===== src/wb_pkg.sv =====
`default_nettype none

package wb_pkg;

  localparam int DATA_BITS = 32;
  localparam int SEL_BITS  = DATA_BITS / 8;

  // request record is {we, adr, dat, sel}
  // the user adds its own address width to this
  localparam int REQ_FIXED_BITS = 1 + DATA_BITS + SEL_BITS;

  typedef enum logic [1:0]
  {
    HS_IDLE,
    HS_READ_WAIT,  // read or stats blocked until drained
    HS_DONE
  } host_state_t;

endpackage

`default_nettype wire

===== src/host_port.sv =====
`default_nettype none

module host_port
  import wb_pkg::*;
(
  input  wire  clk_i,
  input  wire  rst_i,
  input  wire  cyc_i,
  input  wire  stb_i,
  input  wire  we_i,
  input  wire  stats_stb_i,
  input  wire  fifo_full_i,
  input  wire  fifo_empty_i,
  input  wire  ctrl_done_i,
  output logic push_o,
  output logic ack_o
);

  host_state_t state_q;
  host_state_t state_d;
  logic        accept;

  // stats requests bypass the queue, so a full queue does not block them
  assign accept = (state_q == HS_IDLE) & cyc_i & stb_i & (~fifo_full_i | stats_stb_i);
  assign push_o = accept & ~stats_stb_i;
  assign ack_o  = (state_q == HS_DONE);

  always_comb
  begin
    state_d = state_q;
    case (state_q)
      HS_IDLE:
      begin
        if (accept)
          state_d = (we_i & ~stats_stb_i) ? HS_DONE : HS_READ_WAIT;  // posted write
      end
      HS_READ_WAIT:
      begin
        if (fifo_empty_i & ctrl_done_i)
          state_d = HS_DONE;
      end
      HS_DONE:
        state_d = HS_IDLE;
      default:
        state_d = HS_IDLE;
    endcase
  end

  always_ff @(posedge clk_i or posedge rst_i)
  begin
    if (rst_i)
      state_q <= HS_IDLE;
    else
      state_q <= state_d;
  end

  // host holds its request while a read is pending
  a_req_held: assert property (@(posedge clk_i) disable iff (rst_i)
                               (state_q == HS_READ_WAIT) |-> (cyc_i & stb_i));

endmodule

`default_nettype wire


===== config.mk =====
export PLATFORM = sky130hd
export DESIGN_NAME = host_port
export DESIGN_NICKNAME = d
export VERILOG_FILES = /design/src/wb_pkg.sv /design/src/host_port.sv
export SDC_FILE = /design/constraint.sdc
export NUM_CORES = 1
export LEC_CHECK = 0
export BUFFER_PORTS_ARGS = -buffer_cell sky130_fd_sc_hd__clkbuf_2
export CAP_MARGIN = 20
export CORE_AREA = 2 2 39 41
export DETAILED_ROUTE_END_ITERATION = 7
export DIE_AREA = 0 0 41 43
export SLEW_MARGIN = 20
export SYNTH_ARGS = -nofsm -noshare
export SYNTH_HDL_FRONTEND = slang
export SYNTH_SLANG_ARGS = --single-unit
export TNS_END_PERCENT = 100

===== constraint.sdc =====
create_clock -name clk_i -period 1.4 [get_ports clk_i]
set_clock_uncertainty 0.15 [all_clocks]
set_input_delay 0.07 -clock clk_i [delete_from_list [all_inputs] [get_ports clk_i]]
set_output_delay 0.07 -clock clk_i [all_outputs]
set_load 0.05 [all_outputs]

# --- Yosys cells after proc, flatten, opt, wreduce, memory -nomap -nowiden ---
# Cells that the tools add are included.
word_totals:
  output_inout_bits: 2
  register_bits: 2
  wordCells: 20
classes:
  n_eq_ne: 4
  reduce_logical: 2
  mux: 4
  n_bitwise: 9
ops:
  columns: ["op", "count"]
  rows:
  - ["$and A1 B1 Y1", 6]
  - ["$mux W2", 3]
  - ["$ne A2 B2 Y1 const B", 2]
  - ["$pmux W2 S2", 1]
  - ["$eq A2 B1 Y1 const B", 1]
  - ["$eq A2 B2 Y1 const B", 1]
  - ["$logic_not A2 Y1", 1]
  - ["$not A1 Y1", 2]
  - ["$reduce_and A2 Y1", 1]
  - ["$or A1 B1 Y1", 1]

# --- Depth between registers and ports, before layout ---
logic_depth:
  word_depth: 6
  ltp_mapped: 2
  ltp_nobuf: 2

# --- Least setup slack after synthesis ---
# No wires, ideal clock.
synth_path:
  path_type: "reg-to-output"
  from: "register state_q[0]"
  to: "output port push_o"
  arrival_ns: 2.014
  path_stages_with_launch: 3
  slack_ns: -0.834
  required_time_ns: 1.180
  path_cell_list: "dfrtp_1 > nand3b_1 > nor4_1"
synth_via:
  elab_chain_len: 5
synth_lines:
  columns: ["element", "line_no", "source"]
  rows:
  - ["start: declaration", "host_port.sv:19", "host_state_t state_q;"]
  - ["start signal: assignment", "host_port.sv:54", "state_q <= state_d;"]
  - ["$logic_not A2 Y1", "host_port.sv:24", "assign accept = (state_q == HS_IDLE) & cyc_i & stb_i & (~fifo_full_i | stats_stb_i);"]
  - ["$and A1 B1 Y1 (3 in a row)", "host_port.sv:24", null]
  - ["$and A1 B1 Y1", "host_port.sv:25", "assign push_o = accept & ~stats_stb_i;"]
  - ["end: declaration", "host_port.sv:15", "output logic push_o,"]
# No other way between the ends.

# --- Worst setup path after layout ---
# Same ends and word-level chain as after synthesis.

==> qor.csv <==
stage,metric,value,unit
outcome,outcome,completed,
sta,worstMarginPinSlew,274.7,ps
floorplanning,dieArea,1763,um^2
setup_path,r2r_end,state_q[1],
sta,fin_crit_sh,98.92,%
min_path,hp-class,in -> reg,
setup_path,worstPathArrival,1160,ps
layout,regMostFlops,state_q,
pwr,ir_worst_vdd,192.7,uV
place,io_buffer_count,10,
place,dp_cells,41,
global_routing,grt_pass1_vias,189,
global_routing,antenna_found_initial,0,
pwr,power_density,954.5,nW/um^2
clock_tree,cts_made_buffers,3,
clock_tree,htreeDepth,1,
layout,areaGrowthSynthToFinish,128.6,%
layout,reg_top3,state_q x2,
logic_synthesis,syn_inst,14,
detailed_routing,wl,391,um
sta,slew-limit-headroom,81.77,%
logic_synthesis,synth_seq_cells,2,
detailed_routing,firstDrtPassIters,2,
sta,hold_viol_final,0,
detailed_routing,vias_per_cell,3.551,
layout,layout.cells.non_filler,49,
logic_synthesis,post_synth_instance_area,131.4,um^2
sta,period_needed,1385,ps
setup_path,critPathRequiredTime,1180,ps
pwr,p_leak,0.1396,nW
clock_tree,clkTransAtPathRegs,30,ps
detailed_routing,final_antenna_net_count,0,
detailed_routing,drc_errors,0,
setup_path,start_kind,flip-flop,
global_routing,grt_pass1_wl,621,um
floorplanning,ios,11,
floorplanning,core_area,1384,um^2
global_routing,grt_use_total,6.212,%
logic_synthesis,avgSynthCellArea,9.384,um^2
clock_tree,cts.sinks,2,
layout,design_area,300.3,um^2
logic_synthesis,synth_nets,23,
setup_path,timing.rr.start,state_q[1],
sta,setup_viol,0,
clock_tree,clockRootBuffer,clkbuf_4,
setup_path,rr_worst_depth,2,
place,pre_cts_slack,63.66,ps
sta,fin_setup_tns,0,ps
setup_path,rrSetupSlack,60,ps
logic_synthesis,yosysWarnings,0,
sta,fin_ws,15.06,ps
logic_synthesis,synth.distinct_cells,12,
clock_tree,tritoncts,yes,
min_path,hold_end,state_q[1],
place,dp_hpwl,324.3,um
layout,num_antenna_cells,0,
min_path,holdPathStages,3,
place,gp_congestion,0.5820,
detailed_routing,via_count,174,
clock_tree,cts_buffer_depth,2,
layout,fillers,167,
place,placed_area,224.0,um^2
floorplanning,dieHeight,43,um
floorplanning,start_util,9.494,%
layout,final_nets,44,
floorplanning,die_w,41,um
min_path,hp-start,stats_stb_i,
clock_tree,clk_latency,220,ps
setup_path,crit_type,reg -> out,
layout,largest_reg_flops,2,
detailed_routing,avgRoutedWirePerCell,7.980,um
detailed_routing,first_iter_violations,1,
logic_synthesis,seq_area_frac_synth,38.10,%
global_routing,globalRoute.totalOverflow,0,
sta,rsz0062_at_grt,true,
sta,max_freq,0.7221,GHz
setup_path,path_max_fanout,2,
sta,final_max_slew_viol_count,0,
floorplanning,num_rows,14,
global_routing,grt_max_degree,6,
flow_run,maxCapViolCount,0,
layout,drive_gt1_share,54.55,%
setup_path,crit_path_end_kind,output pin,
metal layers:
layer / vias up / routed length (um) / track usage [%]
met5: - / 0 / 0
met4: 0 / 0 / 10.00
met3: 0 / 39 / 3.141
met2: 5 / 231 / 9.688
met1: 78 / 120 / 3.195
li1: 91 / - / -
placed cells by master (no fill, tap or decap):
| master | count |
|---|---|
| nor2_1 | 1 |
| or4b_1 | 1 |
| o22ai_1 | 1 |
| dfrtp_1 | 2 |
| clkbuf_2 | 9 |
| and4bb_2 | 1 |
| nand3b_1 | 1 |
| a32o_1 | 1 |
| dlygate4sd3_1 | 3 |
| nor4_4 | 1 |
| clkbuf_4 | 3 |
| nand2_1 | 1 |
| inv_1 | 2 |
| nand2b_1 | 1 |
| o21bai_1 | 1 |
| buf_4 | 3 |
| clkbuf_8 | 1 |
power breakdown:
group / switching, W / leakage [nW] / internal, W / total [W]
registers: 0.00000608 / 0.0264 / 0.0000670 / 0.0000730
logic: 0.0000398 / 0.0994 / 0.0000498 / 0.0000896
clock network: 0.0000298 / 0.0138 / 0.0000942 / 0.000124
logic make-up (layout without fill, tap and decap cells):
| group | after synthesis | in the layout | synth area share [%] |
|---|---|---|---|
| AND/OR/NAND/NOR | 7 | 7 | 38.10 |
| AO/OA/AOI/OAI | 3 | 3 | 18.10 |
| buffers and inverters | 2 | 21 | 5.716 |
| flip-flops | 2 | 2 | 38.10 |
through the flow:
stage               total power [W]  util [%]  hold slack (ps)
finish                    0.0002866     21.70            54.98
global route              0.0003075     21.70            69.11
CTS                       0.0002937     21.16            45.83
detailed placement        0.0001489     16.18           -233.2
global placement          0.0001485     16.18           -237.8
floorplan                 0.0001165         -           -338.8
final cells by class:
cell class | instances | area [um^2] | share of cell area [%]
clock buffers | 3 | 22.52 | 7.500
multi-input cells | 10 | 88.84 | 29.58
inverters | 2 | 7.507 | 2.500
well taps | 16 | 20.02 | 6.667
flip-flops and latches | 2 | 50.05 | 16.67
repair buffers | 16 | 111.4 | 37.08
cell usage after synthesis:
| library cell | count | share of area, % |
|---|---|---|
| nor4_1 | 1 | 4.8 |
| inv_1 | 2 | 5.7 |
| nand3b_1 | 1 | 5.7 |
| nand2_1 | 1 | 2.9 |
| nand2b_1 | 1 | 4.8 |
| and4bb_2 | 1 | 9.5 |
| o21bai_1 | 1 | 5.7 |
| or4b_1 | 1 | 7.6 |
| o22ai_1 | 1 | 4.8 |
| nor2_1 | 1 | 2.9 |
| dfrtp_1 | 2 | 38 |
| a32o_1 | 1 | 7.6 |
how the worst max path moves through the flow:
stage,end,cells after the start,slack (ps),from
6_report,push_o,3,20,state_q[0]
5_1_grt,push_o,3,-90,state_q[0]
4_1_cts,push_o,3,-10,state_q[0]
3_5_place_dp,state_q[1],2,60,state_q[1]
3_3_place_gp,state_q[1],2,90,state_q[1]
2_1_floorplan,push_o,2,30,state_q[0]
worst max-delay path, stage by stage (launching register included):
cell and delay, ps:
dfrtp_1 360, nand3b_1 210, nor4_4 160, clkbuf_8 220
repair_timing:
action,in CTS,in global routing
hold endpoints to repair,3,0
buffers inserted,1,1
hold buffers,3,0
resized for setup,2,0
endpoints found under the setup margin,1,1
No activity file was read; power rests on OpenSTA's default activity.
