### src/req_fifo.sv
`default_nettype none

module req_fifo #(
  parameter int REQ_BITS        = 53,
  parameter int FIFO_DEPTH_BITS = 2
) (
  input  wire                 clk_i,
  input  wire                 rst_i,
  input  wire                 push_i,
  input  wire                 pop_i,
  input  wire  [REQ_BITS-1:0] data_i,
  output logic [REQ_BITS-1:0] data_o,
  output logic                full_o,
  output logic                empty_o
);

  localparam int DEPTH = 2 ** FIFO_DEPTH_BITS;

  logic [REQ_BITS-1:0]        mem_q [DEPTH];
  logic [FIFO_DEPTH_BITS-1:0] wr_ptr_q;
  logic [FIFO_DEPTH_BITS-1:0] rd_ptr_q;
  logic [FIFO_DEPTH_BITS:0]   count_q;

  assign data_o  = mem_q[rd_ptr_q];  // head shown without a read cycle
  assign full_o  = count_q[FIFO_DEPTH_BITS];
  assign empty_o = (count_q == '0);

  always_ff @(posedge clk_i)
  begin
    if (push_i)
      mem_q[wr_ptr_q] <= data_i;
  end

  always_ff @(posedge clk_i or posedge rst_i)
  begin
    if (rst_i)
    begin
      wr_ptr_q <= '0;
      rd_ptr_q <= '0;
      count_q  <= '0;
    end
    else
    begin
      if (push_i)
        wr_ptr_q <= wr_ptr_q + 1'b1;
      if (pop_i)
        rd_ptr_q <= rd_ptr_q + 1'b1;
      case ({push_i, pop_i})
        2'b10:   count_q <= count_q + 1'b1;
        2'b01:   count_q <= count_q - 1'b1;
        default: count_q <= count_q;
      endcase
    end
  end

  a_no_push_full: assert property (@(posedge clk_i) disable iff (rst_i) push_i |-> !full_o);
  a_no_pop_empty: assert property (@(posedge clk_i) disable iff (rst_i) pop_i |-> !empty_o);

endmodule

`default_nettype wire

### config.mk
export PLATFORM = sky130hd
export DESIGN_NAME = req_fifo
export DESIGN_NICKNAME = d
export VERILOG_FILES = /design/src/req_fifo.sv
export SDC_FILE = /design/constraint.sdc
export NUM_CORES = 1
export LEC_CHECK = 0
export ABC_AREA = 1
export BUFFER_PORTS_ARGS = -buffer_cell sky130_fd_sc_hd__buf_2
export CORE_MARGIN = 3
export CORE_UTILIZATION = 52
export CTS_CLUSTER_DIAMETER = 80
export DETAILED_ROUTE_END_ITERATION = 10
export GPL_ROUTABILITY_DRIVEN = 0
export PLACE_DENSITY = 0.74
export SYNTH_ARGS = -nofsm -noshare
export SYNTH_HDL_FRONTEND = slang
export SYNTH_SLANG_ARGS = --single-unit
export TNS_END_PERCENT = 30
### constraint.sdc
create_clock -name clk_i -period 1.95 [get_ports clk_i]
set_input_delay 0 -clock clk_i [delete_from_list [all_inputs] [get_ports clk_i]]
set_output_delay 0 -clock clk_i [all_outputs]
set_load 0.005 [all_outputs]
# ---- Word-level counts from Yosys, hierarchy flattened
# Memory sizes are Yosys's and may differ from the RTL's.
# Cells that the tools add are included.
dict set report classes {
  addsub 4
  n_eq_ne 2
  mux 3
  reduce_logical 2
}
# op count
set op_table {}
lappend op_table {{$pmux 3 s2} 1}
lappend op_table {{$add 2x1->2 const B} 2}
lappend op_table {{$add 3x1->3 const B} 1}
lappend op_table {{$logic_not 3->1} 1}
lappend op_table {{$sub 3x1->3 const B} 1}
lappend op_table {{$eq 2x1->1 const B} 1}
lappend op_table {{$eq 2x2->1 const B} 1}
lappend op_table {{$mux 1} 2}
lappend op_table {{$reduce_bool 2->1} 1}
dict set report word_totals {
  regBits 7
  mem_bits_rw 212
  in_bits 57
  out_inout_bits 55
  wordCells 15
  mem_count 1
}
# name depth width rd rd_ports_with_merged_regs write_ports line_no
set memory_table {}
lappend memory_table {mem_q 4 53 1 0 1 19} ;# logic [REQ_BITS-1:0] mem_q [DEPTH];

# ---- Depth between registers and ports, before layout
dict set report depth {
  depth_word 2
  ltp_mapped 10
  mapped_depth_nobuf 9
}

# ---- Worst setup path after synthesis
# No wires, ideal clock.
dict set report synth_path {
  path_type {register -> register}
  start {register wr_ptr_q[0]}
  end {memory mem_q[2][0], enable pin}
  setup_ns 0.407
  arrival_ns 1.712
  required_time_ns 1.543
  path_slack_ns -0.169
  stages_incl_launch_ff 5
  n_path_buf 0
  synth_period_minus_slack_ns 2.119
  cell_sequence {dfrtp_1 -> inv_1 -> ha_1 -> nand2_1 -> inv_1}
}
# item line_no
set synth_lines {}
lappend synth_lines {{start: declaration} 20} ;# logic [FIFO_DEPTH_BITS-1:0] wr_ptr_q;
lappend synth_lines {{start signal: assignment} 45} ;# wr_ptr_q <= wr_ptr_q + 1'b1;
lappend synth_lines {{end: declaration} 19}
# Straight into the memory's write port.

# ---- Worst setup path in the final report
dict set report layout_path {
  start {register rd_ptr_q[0]}
  end {output port data_o[23]}
}
dict set report layout_between {
  elab_chain_len 1
}
# item line_no
set layout_lines {}
lappend layout_lines {{start: declaration} 21} ;# logic [FIFO_DEPTH_BITS-1:0] rd_ptr_q;
lappend layout_lines {{start signal: assignment} 47} ;# rd_ptr_q <= rd_ptr_q + 1'b1;
lappend layout_lines {{$mem_v2 4x53} --}
lappend layout_lines {{end: declaration} 12} ;# output logic [REQ_BITS-1:0] data_o,
# Every way passes these cells.

==> flow_summary.json <==
{
  "pin_count": 112,
  "holdCritPathClass": "input port to flop",
  "fp.coreArea_mm2": 0.0169,
  "cts_tree": "done",
  "shortest_period_the_worst_path_allows_ps": 1840,
  "layout_worst_path_cycle_share": 0.942,
  "synth.distinct_cells": 20,
  "cpMaxStageDelayCell": "sky130_fd_sc_hd__dfrtp_4",
  "post-route-worst-setup-slack_ps": 113,
  "fmax_mhz": 544,
  "setup.worst_path.end_class": "primary output",
  "drcViolationCount": 0,
  "p_seq_frac": 0.391,
  "mapped_nets": 730,
  "finish.utilization": 0.675,
  "dr_wl_met3_um": 941,
  "hold-path-endpoint": "mem_q[1][10]",
  "ys_seq_elements": 219,
  "worstPathCellList": "buf_12 > nand2_1 > o211ai_1 > nand2_1 > buf_2",
  "holdWs_ps": 253,
  "timing.slew.headroom": 0.734,
  "cts.reportedPaths.clkPinSlew_ps": 60,
  "maximum_cell_stage_delay_along_the_critical_path_ps": 660,
  "wl_met2_um": 9590,
  "switching_share": 0.325,
  "cp_max_fo": 38,
  "first_pass_drt_iterations": 4,
  "ff2ff_setup_slack_ps": 520,
  "fillCellCount": 1144,
  "io_buffer_count": 111,
  "syn_to_final_growth_pct": 24.4,
  "tritoncts.num_buffers": 24,
  "grt_max_degree": 54,
  "post_synth.cell_area_avg_um2": 13.8,
  "ctsResizeCount": 0,
  "synth-seq-area-share": 0.712,
  "die_height_um": 139,
  "sequential_cell_area_mm2": 0.00655,
  "post_synth_inst_count": 667,
  "leading_cell_type_in_the_layout_fill_and_taps_excluded": "sky130_fd_sc_hd__edfxtp_1",
  "status": "completed",
  "ys.warnings.count": 0,
  "layout-drive-gt1-share": 0.272,
  "clock_tree.htree_level_count": 1,
  "p_leak_nw": 4.69,
  "critical-path-top-cell-by-count": "sky130_fd_sc_hd__nand2_1",
  "pwr-share-comb": 0.341,
  "clock_tree.root_cell": "sky130_fd_sc_hd__clkbuf_16",
  "crit_type": "flop to primary output",
  "timing_max_transition_violations_final": 0,
  "die_area_mm2": 0.0193,
  "routed_wl_um": 18400,
  "grt.overflow.total": 0,
  "numClockSinks": 219,
  "worstMarginPinSlew_ps": 399,
  "avgRoutedWirePerCell_um": 17.0,
  "timing.hold.worst.start": "data_i[10]",
  "insertion_delay_ps": 500,
  "maxCapViolations": 0,
  "multiInputGateArea_mm2": 0.00188,
  "worst-r2r-cell-count": 5,
  "power.density_mw_per_mm2": 1470,
  "antenna-diode-count": 0,
  "power.net_switching_w": 0.00546,
  "place_ws_ps": 503,
  "max-clock-path-buffers": 3,
  "grt_antenna_before_repair": 0,
  "rsz0062_at_grt": "no",
  "hold_path_depth": 2,
  "top_layer_used": "met4",
  "regToRegStartpoint": "wr_ptr_q[0]",
  "grt_pass1_vias": 5802,
  "detail_route.iter0.violations": 356,
  "critPathRequiredTime_ps": 1950,
  "worst_r2r_endpoint": "mem_q[2][8]",
  "post_route_antenna_net_violation_count": 0,
  "route.layer.met1.wl_um": 7690,
  "routed_via_density": 5.06,
  "place.detailed.hpwl_um": 11100,
  "rows": 47,
  "routed-via-count": 5478,
  "grt_pass1_wl_um": 29900,
  "setup_violations": 0,
  "start_util": 0.542,
  "num-nets-final": 909,
  "grtUsageTotal": 0.191,
  "final_worst_clock_skew_ps": 7.61,
  "die_x_um": 139,
  "intPower_w": 0.0113,
  "most-common-layout-cells": "sky130_fd_sc_hd__edfxtp_1 (212), sky130_fd_sc_hd__nand2_1 (170), sky130_fd_sc_hd__inv_1 (116)",
  "critical_path.startpoint_type": "flop",
  "vdd_ir_drop_max_mv": 1.12,
  "netlist_area_mm2": 0.00918,
  "timing_hold_violations_final": 0,
  "clock_power_share": 0.268,
  "crit_arrival_ps": 1840
}
-- kinds of logic after synthesis --
group	after synthesis	synth area share
AOI/OAI and AO/OA	108	0.120
xor gates and xnor gates	4	0.00382
adders and majority gates	6	0.00899
buffers and inverters	157	0.0831
DFF	219	0.712
and+or+nand+nor	173	0.0713
-- power groups by stage --
stage	Sequential (W)	Clock, W	Combinational, W
after floorplan	0.00648	0	0.00383
after global placement	0.00665	0	0.00542
after detailed placement	0.00671	0	0.00558
after CTS	0.00657	0.00457	0.00581
after global routing	0.00664	0.00477	0.00634
final	0.00656	0.00449	0.00573
-- through the flow --
step	area [µm²]	TNS [ps]	total power, W	std cells
4_1_cts	11400	0	0.0169	1083
3_3_place_gp	10000	0	0.0121	982
5_1_grt	11400	0	0.0178	1083
3_5_place_dp	10000	0	0.0123	982
2_1_floorplan	9190	-12310	0.0103	667
6_report	11400	0	0.0168	1083
-- per-layer routing --
metal	vias up	GRT usage
met5	-	0
li1	2668	-
met2	144	0.340
met3	22	0.0317
met1	2644	0.248
met4	0	0.0443
-- registers in the layout (all words and copies together) (netlist names) --
| signal | cells |
|---|---|
| rd_ptr_q | 2 |
| wr_ptr_q | 2 |
| mem_q | 212 |
| count_q | 3 |
-- worst max path at each step --
stage,startpoint,endpoint,slack (ps),cells past startpoint
floorplan,wr_ptr_q[1],mem_q[1][0],-150,4
global placement,rd_ptr_q[0],data_o[47],530,5
detailed placement,rd_ptr_q[0],data_o[27],500,5
CTS,rd_ptr_q[0],data_o[23],90,5
global route,rd_ptr_q[0],data_o[47],10,5
finish,rd_ptr_q[0],data_o[23],110,5
-- worst max-delay path, delay by kind of cell, from the launching register on --
kind,cells,cell delay (ps)
flops,1,660
simple gates,2,180
buf+inv,2,390
compound gates,1,100
-- synthesized netlist by cell type --
master / number / area (µm²)
sky130_fd_sc_hd__buf_2: 14 / 70.1
sky130_fd_sc_hd__buf_4: 2 / 15.0
sky130_fd_sc_hd__buf_6: 18 / 203
sky130_fd_sc_hd__buf_8: 1 / 15.0
sky130_fd_sc_hd__clkbuf_1: 1 / 3.75
sky130_fd_sc_hd__dfrtp_1: 7 / 175
sky130_fd_sc_hd__edfxtp_1: 212 / 6370
sky130_fd_sc_hd__fa_1: 1 / 20.0
sky130_fd_sc_hd__ha_1: 5 / 62.6
sky130_fd_sc_hd__inv_1: 120 / 450
sky130_fd_sc_hd__inv_4: 1 / 6.26
sky130_fd_sc_hd__nand2_1: 170 / 638
sky130_fd_sc_hd__nand3_1: 1 / 5.00
sky130_fd_sc_hd__nand4_1: 1 / 6.26
sky130_fd_sc_hd__nor3_1: 1 / 5.00
sky130_fd_sc_hd__o211ai_1: 46 / 345
sky130_fd_sc_hd__o211ai_2: 60 / 751
sky130_fd_sc_hd__o21ai_0: 2 / 10.0
sky130_fd_sc_hd__xnor2_1: 1 / 8.76
sky130_fd_sc_hd__xor2_1: 3 / 26.3
-- cell type report --
class	instances	share of cell area
Clock buffer	33	0.0591
Inverter	121	0.0406
Timing Repair Buffer	189	0.127
Sequential cell	219	0.573
Tap cell	220	0.0241
Clock inverter	10	0.0113
Multi-Input combinational cell	291	0.164
-- repair_timing --
item / CTS / global route
endpoints found under the setup margin: 17 / 0
endpoints found under the hold margin: 225 / 0
hold buffers: 57 / 0
setup buffers: 1 / 0
No activity file was read; power rests on OpenSTA's default activity.
