## config.mk

```make
export PLATFORM = sky130hd
export DESIGN_NAME = cache_ctrl
export DESIGN_NICKNAME = d
export VERILOG_FILES = /design/src/wb_pkg.sv /design/src/cache_pkg.sv /design/src/cache_ctrl.sv
export SDC_FILE = /design/constraint.sdc
export NUM_CORES = 1
export LEC_CHECK = 0
export BUFFER_PORTS_ARGS = -buffer_cell sky130_fd_sc_hd__buf_4
export CAP_MARGIN = 25
export CORE_UTILIZATION = 35
export DETAILED_ROUTE_END_ITERATION = 16
export PLACE_DENSITY = 0.68
export SLEW_MARGIN = 25
export SYNTH_ARGS = -nofsm -noshare
export SYNTH_HDL_FRONTEND = slang
export SYNTH_SLANG_ARGS = --single-unit
```

## constraint.sdc

```tcl
create_clock -name clk_i -period 10 [get_ports clk_i]
set_input_delay 1 -clock clk_i [delete_from_list [all_inputs] [get_ports clk_i]]
set_output_delay 1 -clock clk_i [all_outputs]
set_load 0.1 [all_outputs]
```

## src/wb_pkg.sv

```systemverilog
`default_nettype none

package wb_pkg;

  localparam int DATA_BITS = 32;
  localparam int SEL_BITS  = DATA_BITS / 8;

  // request record is {we, adr, dat, sel}
  // the user adds its own address width to this
  localparam int REQ_FIXED_BITS = 1 + DATA_BITS + SEL_BITS;

  typedef enum logic [1:0]
  {
    HS_IDLE,
    HS_READ_WAIT,  // read or stats blocked until drained
    HS_DONE
  } host_state_t;

endpackage

`default_nettype wire
```

## src/cache_pkg.sv

```systemverilog
`default_nettype none

package cache_pkg;

  import wb_pkg::*;

  localparam int WORDS_PER_LINE = 4;
  localparam int LINE_DATA_BITS = WORDS_PER_LINE * DATA_BITS;

  // words at the bottom of a line and the tag on top
  localparam int LRU_BIT   = LINE_DATA_BITS;
  localparam int VALID_BIT = LRU_BIT + 1;
  localparam int DIRTY_LSB = VALID_BIT + 1;            // one per word
  localparam int TAG_LSB   = DIRTY_LSB + WORDS_PER_LINE;

  localparam int STAT_HITS    = 0;
  localparam int STAT_FLUSHES = 1;
  localparam int STAT_FILLS   = 2;
  localparam int NUM_STATS    = 3;

  typedef enum logic [3:0]
  {
    CS_INIT,
    CS_IDLE,
    CS_LOOKUP,
    CS_COMPARE,
    CS_HIT,
    CS_MISS,
    CS_FILL,          // four read beats
    CS_FILL_COMMIT,
    CS_FLUSH,         // four write beats
    CS_FLUSH_DONE,
    CS_DONE
  } ctrl_state_t;

endpackage

`default_nettype wire

```

## src/cache_ctrl.sv

```systemverilog
`default_nettype none

module cache_ctrl
  import wb_pkg::*;
  import cache_pkg::*;
#(
  parameter int ADDR_BITS  = 16,
  parameter int INDEX_BITS = 5,
  localparam int TAG_BITS  = ADDR_BITS - INDEX_BITS - 2,
  localparam int LINE_BITS = TAG_LSB + TAG_BITS,
  localparam int REQ_BITS  = ADDR_BITS + REQ_FIXED_BITS
) (
  input  wire                   clk_i,
  input  wire                   rst_i,
  input  wire  [REQ_BITS-1:0]   req_i,
  input  wire                   fifo_empty_i,
  input  wire                   stats_req_i,
  input  wire  [1:0]            stats_sel_i,
  input  wire  [LINE_BITS-1:0]  line0_i,
  input  wire  [LINE_BITS-1:0]  line1_i,
  input  wire                   mem_ack_i,
  input  wire  [DATA_BITS-1:0]  mem_dat_i,
  output logic                  pop_o,
  output logic                  done_o,
  output logic [DATA_BITS-1:0]  host_dat_o,
  output logic [INDEX_BITS-1:0] ram_addr_o,
  output logic                  ram_we0_o,
  output logic                  ram_we1_o,
  output logic [LINE_BITS-1:0]  line0_o,
  output logic [LINE_BITS-1:0]  line1_o,
  output logic                  mem_cyc_o,
  output logic                  mem_stb_o,
  output logic                  mem_we_o,
  output logic [ADDR_BITS-1:0]  mem_adr_o,
  output logic [DATA_BITS-1:0]  mem_dat_o
);

  ctrl_state_t           state_q;
  logic [INDEX_BITS-1:0] init_idx_q;
  logic [1:0]            beat_q;
  logic                  gap_q;
  logic                  stats_pend_q;
  logic                  hit_way_q;
  logic                  victim_q;
  logic [DATA_BITS-1:0]  stat_q [NUM_STATS];
  logic [REQ_BITS-1:0]   req_q;
  logic [LINE_BITS-1:0]  line_q [2];

  logic                  req_we;
  logic [ADDR_BITS-1:0]  req_adr;
  logic [DATA_BITS-1:0]  req_dat;
  logic [SEL_BITS-1:0]   req_sel;
  logic [TAG_BITS-1:0]   req_tag;
  logic [INDEX_BITS-1:0] req_idx;
  logic [1:0]            req_word;
  logic [1:0]            hit;
  logic [LINE_BITS-1:0]  victim_line;
  logic                  victim_dirty;
  logic                  beat_ack;
  logic [DATA_BITS-1:0]  stat_word;

  assign {req_we, req_adr, req_dat, req_sel} = req_q;
  assign req_tag  = req_adr[ADDR_BITS-1 -: TAG_BITS];
  assign req_idx  = req_adr[2 +: INDEX_BITS];
  assign req_word = req_adr[1:0];

  assign hit[0] = line0_i[VALID_BIT] & (line0_i[TAG_LSB +: TAG_BITS] == req_tag);
  assign hit[1] = line1_i[VALID_BIT] & (line1_i[TAG_LSB +: TAG_BITS] == req_tag);

  assign victim_line  = line_q[victim_q];
  assign victim_dirty = victim_line[VALID_BIT] & (|victim_line[DIRTY_LSB +: WORDS_PER_LINE]);

  always_comb
  begin
    stat_word = '0;
    if (stats_sel_i < NUM_STATS)
      stat_word = stat_q[stats_sel_i];
  end

  assign pop_o = (state_q == CS_IDLE) & ~fifo_empty_i;
  // a stats wait must not finish on the done of a late posted write
  assign done_o = (state_q == CS_DONE) & (stats_pend_q == stats_req_i);

  assign ram_addr_o = (state_q == CS_INIT) ? init_idx_q : req_idx;
  assign ram_we0_o  = (state_q == CS_INIT) | ((state_q == CS_DONE) & ~stats_pend_q) |
                      ((state_q == CS_FILL_COMMIT) & ~victim_q);
  assign ram_we1_o  = (state_q == CS_INIT) | ((state_q == CS_DONE) & ~stats_pend_q) |
                      ((state_q == CS_FILL_COMMIT) & victim_q);
  assign line0_o    = (state_q == CS_INIT) ? '0 : line_q[0];  // sweep clears valid
  assign line1_o    = (state_q == CS_INIT) ? '0 : line_q[1];

  // stb drops for one cycle after each acked beat
  assign mem_cyc_o = (state_q == CS_FLUSH) | (state_q == CS_FILL);
  assign mem_stb_o = mem_cyc_o & ~gap_q;
  assign mem_we_o  = (state_q == CS_FLUSH);
  assign mem_adr_o = {mem_we_o ? victim_line[TAG_LSB +: TAG_BITS] : req_tag, req_idx, beat_q};
  assign mem_dat_o = victim_line[beat_q*DATA_BITS +: DATA_BITS];
  assign beat_ack  = mem_stb_o & mem_ack_i;

  always_ff @(posedge clk_i or posedge rst_i)
  begin
    if (rst_i)
    begin
      state_q      <= CS_INIT;
      init_idx_q   <= '0;
      beat_q       <= '0;
      gap_q        <= 1'b0;
      stats_pend_q <= 1'b0;
      hit_way_q    <= 1'b0;
      victim_q     <= 1'b0;
      host_dat_o   <= '0;
      for (int i = 0; i < NUM_STATS; i++)
        stat_q[i] <= '0;
    end
    else
    begin
      gap_q <= beat_ack;
      case (state_q)
        CS_INIT:
        begin
          init_idx_q <= init_idx_q + 1'b1;
          if (&init_idx_q)
            state_q <= CS_IDLE;
        end
        CS_IDLE:
        begin
          if (!fifo_empty_i)
            state_q <= CS_LOOKUP;
          else if (stats_req_i)  // queue drained first
          begin
            host_dat_o   <= stat_word;
            stats_pend_q <= 1'b1;
            state_q      <= CS_DONE;
          end
        end
        CS_LOOKUP:
          state_q <= CS_COMPARE;  // ram read in flight
        CS_COMPARE:
        begin
          hit_way_q <= hit[1];
          victim_q  <= line1_i[LRU_BIT];  // way 1 marked lru
          state_q   <= (|hit) ? CS_HIT : CS_MISS;
        end
        CS_HIT:
        begin
          if (!req_we)
            host_dat_o <= line_q[hit_way_q][req_word*DATA_BITS +: DATA_BITS];
          stat_q[STAT_HITS] <= stat_q[STAT_HITS] + 1'b1;
          state_q <= CS_DONE;
        end
        CS_MISS:
        begin
          beat_q  <= '0;
          state_q <= victim_dirty ? CS_FLUSH : CS_FILL;
        end
        CS_FLUSH:
        begin
          if (beat_ack)
          begin
            beat_q <= beat_q + 1'b1;  // wraps to 0 for the fill
            if (beat_q == 2'd3)
              state_q <= CS_FLUSH_DONE;
          end
        end
        CS_FLUSH_DONE:
        begin
          stat_q[STAT_FLUSHES] <= stat_q[STAT_FLUSHES] + 1'b1;
          state_q <= CS_FILL;
        end
        CS_FILL:
        begin
          if (beat_ack)
          begin
            beat_q <= beat_q + 1'b1;
            if (beat_q == 2'd3)
              state_q <= CS_FILL_COMMIT;
          end
        end
        CS_FILL_COMMIT:
        begin
          stat_q[STAT_FILLS] <= stat_q[STAT_FILLS] + 1'b1;
          state_q <= CS_LOOKUP;  // replay as a hit
        end
        CS_DONE:
        begin
          stats_pend_q <= 1'b0;
          state_q      <= CS_IDLE;
        end
        default:
          state_q <= CS_IDLE;
      endcase
    end
  end

  always_ff @(posedge clk_i)
  begin
    if (pop_o)
      req_q <= req_i;
    case (state_q)
      CS_COMPARE:
      begin
        line_q[0] <= line0_i;
        line_q[1] <= line1_i;
      end
      CS_HIT:
      begin
        line_q[hit_way_q][LRU_BIT]  <= 1'b0;
        line_q[~hit_way_q][LRU_BIT] <= 1'b1;
        if (req_we)
        begin
          line_q[hit_way_q][DIRTY_LSB + req_word] <= 1'b1;
          for (int b = 0; b < SEL_BITS; b++)
            if (req_sel[b])
              line_q[hit_way_q][req_word*DATA_BITS + 8*b +: 8] <= req_dat[8*b +: 8];
        end
      end
      CS_FILL:
      begin
        if (beat_ack)
        begin
          line_q[victim_q][beat_q*DATA_BITS +: DATA_BITS] <= mem_dat_i;
          if (beat_q == 2'd3)  // last beat completes the line
          begin
            line_q[victim_q][VALID_BIT]                    <= 1'b1;
            line_q[victim_q][DIRTY_LSB +: WORDS_PER_LINE]  <= '0;
            line_q[victim_q][TAG_LSB +: TAG_BITS]          <= req_tag;
          end
        end
      end
      default:
      begin
      end
    endcase
  end

  // a beat keeps its address until the slave acks it
  a_beat_held:   assert property (@(posedge clk_i) disable iff (rst_i)
                                  mem_stb_o && !mem_ack_i |=> mem_stb_o && $stable(mem_adr_o));
  a_flush_dirty: assert property (@(posedge clk_i) disable iff (rst_i)
                                  mem_we_o |-> victim_dirty);

endmodule

`default_nettype wire

```

After elaboration in Yosys (flattened, before gate mapping)
Memories as Yosys holds them, arrays and structs flattened. Cells that the tools add are included.

Add/sub/neg operators: 14. Magnitude comparators: 4. Equal/unequal tests: 24. Shift operators: 12. Multiplexer cells: 655. Bitwise operators: 607. Reduce and logical (&&, ||, !) cells: 16.

Operator list (number): $mux W143 (13); $mux W1 (618); $or A1 B1 Y1 (591); $shift A8 B34 Y143 const A (4); $shiftx A8 B34 Y143 (4); $reduce_or A143 Y1 (3); $shiftx A143 B8 Y32 (2); $mux W32 (6); $shift A32 B34 Y143 const A (1); $shiftx A32 B34 Y143 (1); $neg A8 Y34 (3); $add A32 B1 Y32 const B (3); $neg A7 Y34 (2); $bmux W32 S2 (1); $pmux W32 S2 (1); $pmux W4 S10 (1); $mux W4 (8); $eq A9 B9 Y1 (2); $add A7 B5 Y8 const B (2); $eq A4 B3 Y1 const B (4); $eq A4 B4 Y1 const B (3); $and A1 B1 Y1 (10); $ne A2 B1 Y1 const B (5); $add A8 B2 Y9 const A (1); 31 further kinds (43).

Register bits after elaboration: 196. Memory bits (writable): 286. Input port bits: 378. Output and inout bits: 378. Word-level logic and storage cells: 1345. Memories: 1.

Memory list: line_q (words 2, bits a word 143, rd ports 4, clocked after memory_dff 0, wr ports 2, RTL line cache_ctrl.sv:47) `logic [LINE_BITS-1:0] line_q [2];`.

Depth between registers and ports, before layout
Gate-level depths: netlist of run 1.

Depth after elaboration: 14. Depth in mapped cells: 11. Gate-level depth less buffers: 7.

Worst setup path before layout of run 1
No wires, ideal clock.

Path type: register to output. Start: reg state_q[1]. End: out pop_o. Data arrival time: 4.730 ns. Required time: 9.000 ns. Setup slack: 4.270 ns. Cell stages (with the launch flop): 4. Buffers on the path: 1. Cells stage by stage: dfrtp_1 -> buf_2 -> nor4b_1 -> nor2b_1.

Word-level cells in the longest chain between the ends: 2.

Ends and longest elaborated chain: start: declaration (RTL line cache_ctrl.sv:38) `ctrl_state_t state_q;`; start signal: assignment (RTL line cache_ctrl.sv:142) `state_q <= (|hit) ? CS_HIT : CS_MISS;`; start signal: assignment (RTL line cache_ctrl.sv:154) `state_q <= victim_dirty ? CS_FLUSH : CS_FILL;`; $eq A4 B1 Y1 (RTL line cache_ctrl.sv:80) `assign pop_o = (state_q == CS_IDLE) & ~fifo_empty_i;`; $and A1 B1 Y1 (RTL line cache_ctrl.sv:80); end: declaration (RTL line cache_ctrl.sv:23) `output logic pop_o,`.

Every way passes these cells.

Worst setup path in the final report of run 1
Start: reg state_q[0]. End: out line0_o[89].

Word-level cells in the longest chain between the ends: 2.

Ends and longest elaborated chain: $logic_not A4 Y1 (RTL line cache_ctrl.sv:89) `assign line0_o = (state_q == CS_INIT) ? '0 : line_q[0];`; $mux W143 (RTL line cache_ctrl.sv:89); end: declaration (RTL line cache_ctrl.sv:29) `output logic [LINE_BITS-1:0] line0_o,`.

Every way passes these cells.

==> results of run 1 <==
==> synth_stat cells (3+ instances only) <==
cell,number
o21ai_1,15
a21oi_1,246
mux2_2,11
xnor2_1,71
or2_2,7
a31oi_1,5
nor3_1,19
and2_1,15
mux2i_1,46
o21a_1,11
mux4_2,128
nor4_1,4
dfrtp_1,143
nand3_1,47
buf_2,31
and3_1,26
o22a_1,8
o21ai_2,3
a32o_1,6
buf_4,10
buf_1,25
edfxtp_1,337
xor2_1,44
a22o_1,167
nand4_1,38
a31o_2,3
or3_1,4
inv_1,16
o21ai_0,263
clkbuf_1,156
a21o_1,33
and4_1,9
ha_1,18
nor2b_1,320
nand2b_1,36
o31ai_1,12
nand2_1,387
nor2_1,216
==> sequential cells by signal, summed over array words and instances (netlist names), 2 cells and up <==
name / flops
state_q: 4
req_q: 53
line_q: 286
stat_q: 96
init_idx_q: 5
beat_q: 2
host_dat_o: 32
==> kinds of logic (layout without fill, tap and decap cells) <==
| kind of cell | after synthesis | after routing | synth area share |
|---|---|---|---|
| adder cells (fa/ha/maj) | 18 | 18 | 0.00752 |
| other | 0 | 13 | 0 |
| AO/OA/AOI/OAI | 784 | 784 | 0.161 |
| XOR/XNOR | 115 | 115 | 0.0336 |
| AND/OR/NAND/NOR | 1145 | 1145 | 0.189 |
| multiplexers | 187 | 187 | 0.117 |
| flip-flops | 482 | 482 | 0.459 |
| buffers and inverters | 240 | 935 | 0.0326 |
==> per-layer routing <==
| metal | global-route usage | vias to the layer above |
|---|---|---|
| met4 | 0.138 | 22 |
| met2 | 0.497 | 2010 |
| met5 | 0 | - |
| li1 | - | 12100 |
| met1 | 0.416 | 13900 |
| met3 | 0.0980 | 375 |
==> worst max-delay path by stage <==
stage	end	cells past startpoint
finish	line0_o[89]	6
CTS	line1_o[30]	6
floorplan	pop_o	3
detailed placement	line_q[0][135]	9
global placement	line_q[0][129]	9
global route	line1_o[53]	6
==> final cells by class <==
class                   count  area (sq um)
fillers                  8027         45400
inverters                  18          72.6
flip-flops and latches    482         13800
clock inverters            36           384
repair buffers            812          6130
clock buffers              69          1490
well taps                1134          1420
multi-input cells        2249         15400
diodes                     13          32.5
==> metrics by stage <==
step / worst slack (ps) / cells / utilization
after floorplan: 4270 / 2971 / -
after global placement: 5250 / 4693 / 0.436
after detailed placement: 5170 / 4694 / 0.436
after CTS: 4790 / 4799 / 0.459
after global routing: 4540 / 4812 / 0.460
final: 4730 / 4813 / 0.460
==> summary.md, run 1 <==
| Metric | Value |
|---|---|
| Placed Area | 36700 sq um |
| Worst Max-Slew Pin Slew | 1160 ps |
| Slew Limit Fails | 0 |
| Hpwl dp | 109 mm |
| Clock buffer count from CTS | 56 |
| WP data required | 9000 ps |
| Critical R2R Capture | line_q[0][135] |
| CORE AREA | 84100 sq um |
| FMAX | 190 MHz |
| Normalized max-slew margin | 0.229 |
| Most used cell, CP | buf_4 |
| Post-synth top area share | 0.338 |
| Die area | 86700 sq um |
| Via Count | 28500 |
| Critical Path Max Stage Delay | 830 ps |
| Met3 WL | 17.6 mm |
| # H-tree levels | 2 |
| # hold bufs at CTS | 0 |
| Layout cell share with drive strength beyond 1 | 0.300 |
| Antenna violations before repair | 24 |
| Largest net degree at the start of global routing | 139 |
| Setup crit start | state_q[0] |
| Critical Path End Type | primary output |
| Initial drt markers | 4090 |
| Number of global-route vias before repair | 27200 |
| Top_reg_cell synth | edfxtp_1 |
| FF-to-FF path depth | 9 |
| Crit path max fanout | 106 |
| ANT nets after route | 0 |
| Fin crit share | 0.527 |
| Gate Count Post-Synth | 2971 |
| Number of I/O port buffers | 755 |
| Hold Path Stages | 1 |
| Post-synth EDFFs | 337 |
| Fin Hold WS | 477 ps |
| Commonest non-fill, non-tap cell in the layout | buf_4 |
| Final setup fails | 0 |
| Setup total negative slack | 0 ps |
| First-pass GRT wire length | 200 mm |
| CTS tree | done |
| Worst-path cell chain | nor4_4 -> buf_4 -> buf_4 -> buf_4 -> nor2b_1 -> buf_4 |
| Vias per std cell | 5.92 |
| Die H | 294 microns |
| Mapped cell area | 29900 sq um |
| P&R area growth vs syn | 29.1% |
| Post-CTS Setup Bufs | 0 |
| Design Area, Final | 38700 sq um |
| Worst Path Arrival | 4270 ps |
| Synth area leaders | edfxtp_1, dfrtp_1, mux4_2 |
| Avg Synthesized Cell Area | 10.1 sq um |
| Die span in x | 294 microns |
| Crit path kind | flip-flop to primary output |
| # IOs | 756 |
| Buffers & Inverters on Critical Path | 4 |
| Final hold vios | 0 |
| Hold WC Path Type | flip-flop to flip-flop |
| Critical path's slowest cell | buf_4 |
| Hold path endpoint | stat_q[31] |
| Area leader, netlist | edfxtp_1 |
| Crit path max-delay family | buffers and inverters |
| Initial Util | 0.356 |
| Post-DR wirelength/cell | 29.9 microns |
| Commonest cells after routing, fill and taps aside | buf_4, nand2_1, edfxtp_1 |
| Pre-antenna DRT Iters | 6 |
| Post-route DRC | 0 |
| Clock sink count | 482 |
| GRT Util Overall | 0.322 |
| Highest metal used | met5 |
| Setup repair after global routing missed its margin | false |
| Origin of the critical flop-to-flop path | beat_q[0] |
| Flops & latches, synth | 482 |
| Setup slack, reg-to-reg | 5070 ps |
| Syn nets | 3367 |
| Met2 wire len | 65.2 mm |
| Gpl congestion | 1.02 |
| Max cap viols | 0 |
| Clock slew at reported path FFs | 60 ps |
| Clk_skew | 17.0 ps |
| NumNets Final | 4015 |
| Sequential area share after synthesis | 0.459 |
| Clock buffer depth | 3 |
| Hold_sp | stat_q[31] |
| Startpoint Class | flip-flop |
| Synthesis Warnings | 0 |
| GRT overflow | 0 |
| Post-cts gate resize count | 0 |
| Status | finished, final reports clean |
| Min cycle time layout | 5270 ps |
| Metal-1 WL | 55.0 mm |
| Post-synthesis cell type count | 66 |
| Final wirelength | 144 mm |
| # rows | 106 |
| Async SR Flop Fraction | 0.297 |
| Clk_lat worst skew | 630 ps |
| Root Driver | clkbuf_16 |
Power of run 1 is left out: the tool's default activity adds up to more than one toggle a clock period on the data nets, which glitch-free logic cannot reach.
==> run 2, diff against run 1 <==
==> constraint.sdc (replaced) <==
create_clock -name clk_i -period 5.3 [get_ports clk_i]
set_input_delay 0.53 -clock clk_i [delete_from_list [all_inputs] [get_ports clk_i]]
set_output_delay 0.53 -clock clk_i [all_outputs]
set_load 0.1 [all_outputs]
==> summary.md, run 2 (same netlist as run 1, synthesis figures left out) <==
| Metric | Value |
|---|---|
| Buffers & Inverters on Critical Path | 1 (-3) |
| Setup crit start | beat_q[0] |
| Largest register FFs | 286 (unchanged) |
| Worst-path cell chain | inv_1 -> ha_2 -> nor3b_1 -> o2111ai_1 -> o21ai_0 |
| NumNets Final | 4015 (unchanged) |
| Worst Path Arrival | 4250 ps (-20 ps) |
| Die area | 86700 sq um (unchanged) |
| Clk_lat worst skew | 640 ps (about the same) |
| # rows | 106 (unchanged) |
| Critical Path Stages | 5 (-1) |
| # H-tree levels | 2 (unchanged) |
| GRT Util Overall | 0.325 (+0.00346) |
| Worst Max-Slew Pin Slew | 1060 ps (-98.0 ps) |
| Post-DR wirelength/cell | 30.3 microns (+1.2%) |
| Number of global-route vias before repair | 27000 (-0.91%) |
| Root Driver | clkbuf_16 |
| P&R area growth vs syn | 29.1% (about the same) |
| Clock slew at reported path FFs | 60 ps (about the same) |
| Status | finished, final reports clean |
| Clock buffer count from CTS | 57 (+1.8%) |
| Die H | 294 microns (unchanged) |
| Die span in x | 294 microns (unchanged) |
| Critical Path Max Stage Delay | 850 ps (+20 ps) |
| Initial Util | 0.356 (unchanged) |
| Largest net degree at the start of global routing | 155 (+12%) |
| Pre-antenna DRT Iters | 6 (unchanged) |
| FMAX | 250 MHz |
| Layout cell share with drive strength beyond 1 | 0.297 (-0.00327) |
| Post-route DRC | 0 (unchanged) |
| Clk_skew | 27.0 ps (+10.0 ps) |
| Number of I/O port buffers | 755 (unchanged) |
| Crit path max-delay family | compound AO/OA/AOI/OAI gates |
| Reg with most FFs | line_q |
| Setup slack, reg-to-reg | 1290 ps (-3780 ps) |
| WP data required | 5550 ps (-3450 ps) |
| Antenna violations before repair | 31 (+29%) |
| Clock sink count | 482 (unchanged) |
| Final hold vios | 0 (unchanged) |
| Max cap viols | 0 (unchanged) |
| Hpwl dp | 111 mm (+1.6%) |
| Commonest non-fill, non-tap cell in the layout | buf_4 |
| Initial drt markers | 3882 (-5.1%) |
| Via Count | 28500 (+0.081%) |
| Biggest regs | line_q x286, stat_q x96, req_q x53 |
| Crit path max fanout | 39 (-63%) |
| Normalized max-slew margin | 0.294 (+0.0654) |
| GRT overflow | 0 (unchanged) |
| Vias per std cell | 5.93 (+0.12%) |
| Final core utilization | 0.460 (about the same) |
| Crit path kind | flip-flop to flip-flop |
| CORE AREA | 84100 sq um (unchanged) |
| Hold WC Path Type | primary input to flip-flop |
| Final setup fails | 0 (unchanged) |
| Critical Path End Type | flip-flop |
| Gpl congestion | 1.01 (-1.2%) |
| FF-to-FF path depth | 5 (-4) |
| Critical R2R Capture | line_q[1][140] |
| Min cycle time layout | 4010 ps |
| Slew Limit Fails | 0 (unchanged) |
| Critical path's slowest cell | dfrtp_4 |
| CTS tree | done |
| Fin crit share | 0.756 |
| Setup total negative slack | 0 ps (unchanged) |
| Commonest cells after routing, fill and taps aside | buf_4, nand2_1, edfxtp_1 |
| First-pass GRT wire length | 201 mm (+0.80%) |
| Clock buffer depth | 3 (unchanged) |
| Final wirelength | 146 mm (+1.1%) |
| Crit path to | line_q[1][140] |
| ANT nets after route | 0 (unchanged) |
| # IOs | 756 (unchanged) |
| Setup repair after global routing missed its margin | false |
| Origin of the critical flop-to-flop path | beat_q[0] |
| Startpoint Class | flip-flop |
-- run 2: per-stage QoR --
stage / hold slack, ps / setup slack, ps / std cells / cell area [sq um]
final: 60.9 / 1290 / 4811 / 38600
after floorplan: 441 / 35.1 / 2971 / 29900
after detailed placement: 459 / 1350 / 4692 / 36700
after global routing: 45.2 / 1110 / 4810 / 38600
after global placement: 459 / 1460 / 4692 / 36700
after CTS: 35.6 / 1300 / 4798 / 38600
-- run 2: what timing repair did --
| item | CTS | global route |
|---|---|---|
| hold buffers | 0 | 1 |
| setup buffers | 0 | 0 |
| gates resized for setup | 0 | 0 |
| hold endpoints to repair | 0 | 35 |
| setup endpoints to repair | 0 | 0 |
-- run 2: layout make-up --
| type | instances | area [sq um] |
|---|---|---|
| Timing Repair Buffer | 811 | 6160 |
| Clock inverter | 30 | 294 |
| Antenna cell | 11 | 27.5 |
| Sequential cell | 482 | 13800 |
| Inverter | 18 | 72.6 |
| Tap cell | 1134 | 1420 |
| Multi-Input combinational cell | 2249 | 15300 |
| Clock buffer | 76 | 1570 |
| Fill cell | 8149 | 45400 |
-- run 2: how the worst min path moves through the flow --
stage	depth (start not counted)	slack, ps	end	start
after floorplan	1	440	stat_q[31]	stat_q[31]
after global placement	1	460	stat_q[31]	stat_q[31]
after detailed placement	1	460	stat_q[31]	stat_q[31]
after CTS	1	40	req_q[2]	req_i[2]
after global routing	1	50	req_q[2]	req_i[2]
final	1	60	req_q[17]	req_i[17]
-- run 2: routing by layer --
layer | up-vias | track usage | routed length (microns)
li1 | 12100 | - | -
met1 | 14000 | 0.422 | 55600
met2 | 1987 | 0.504 | 65400
met3 | 412 | 0.0964 | 17600
met4 | 28 | 0.139 | 7080
met5 | - | 0 | 184
-- run 2: worst reg2reg max path, stage by stage (launching register included) --
cell       delay (ps)
dfrtp_4           850
inv_1             440
ha_2              600
nor3b_1           580
o2111ai_1         330
o21ai_0           820
Power of run 2 is left out for the same reason.
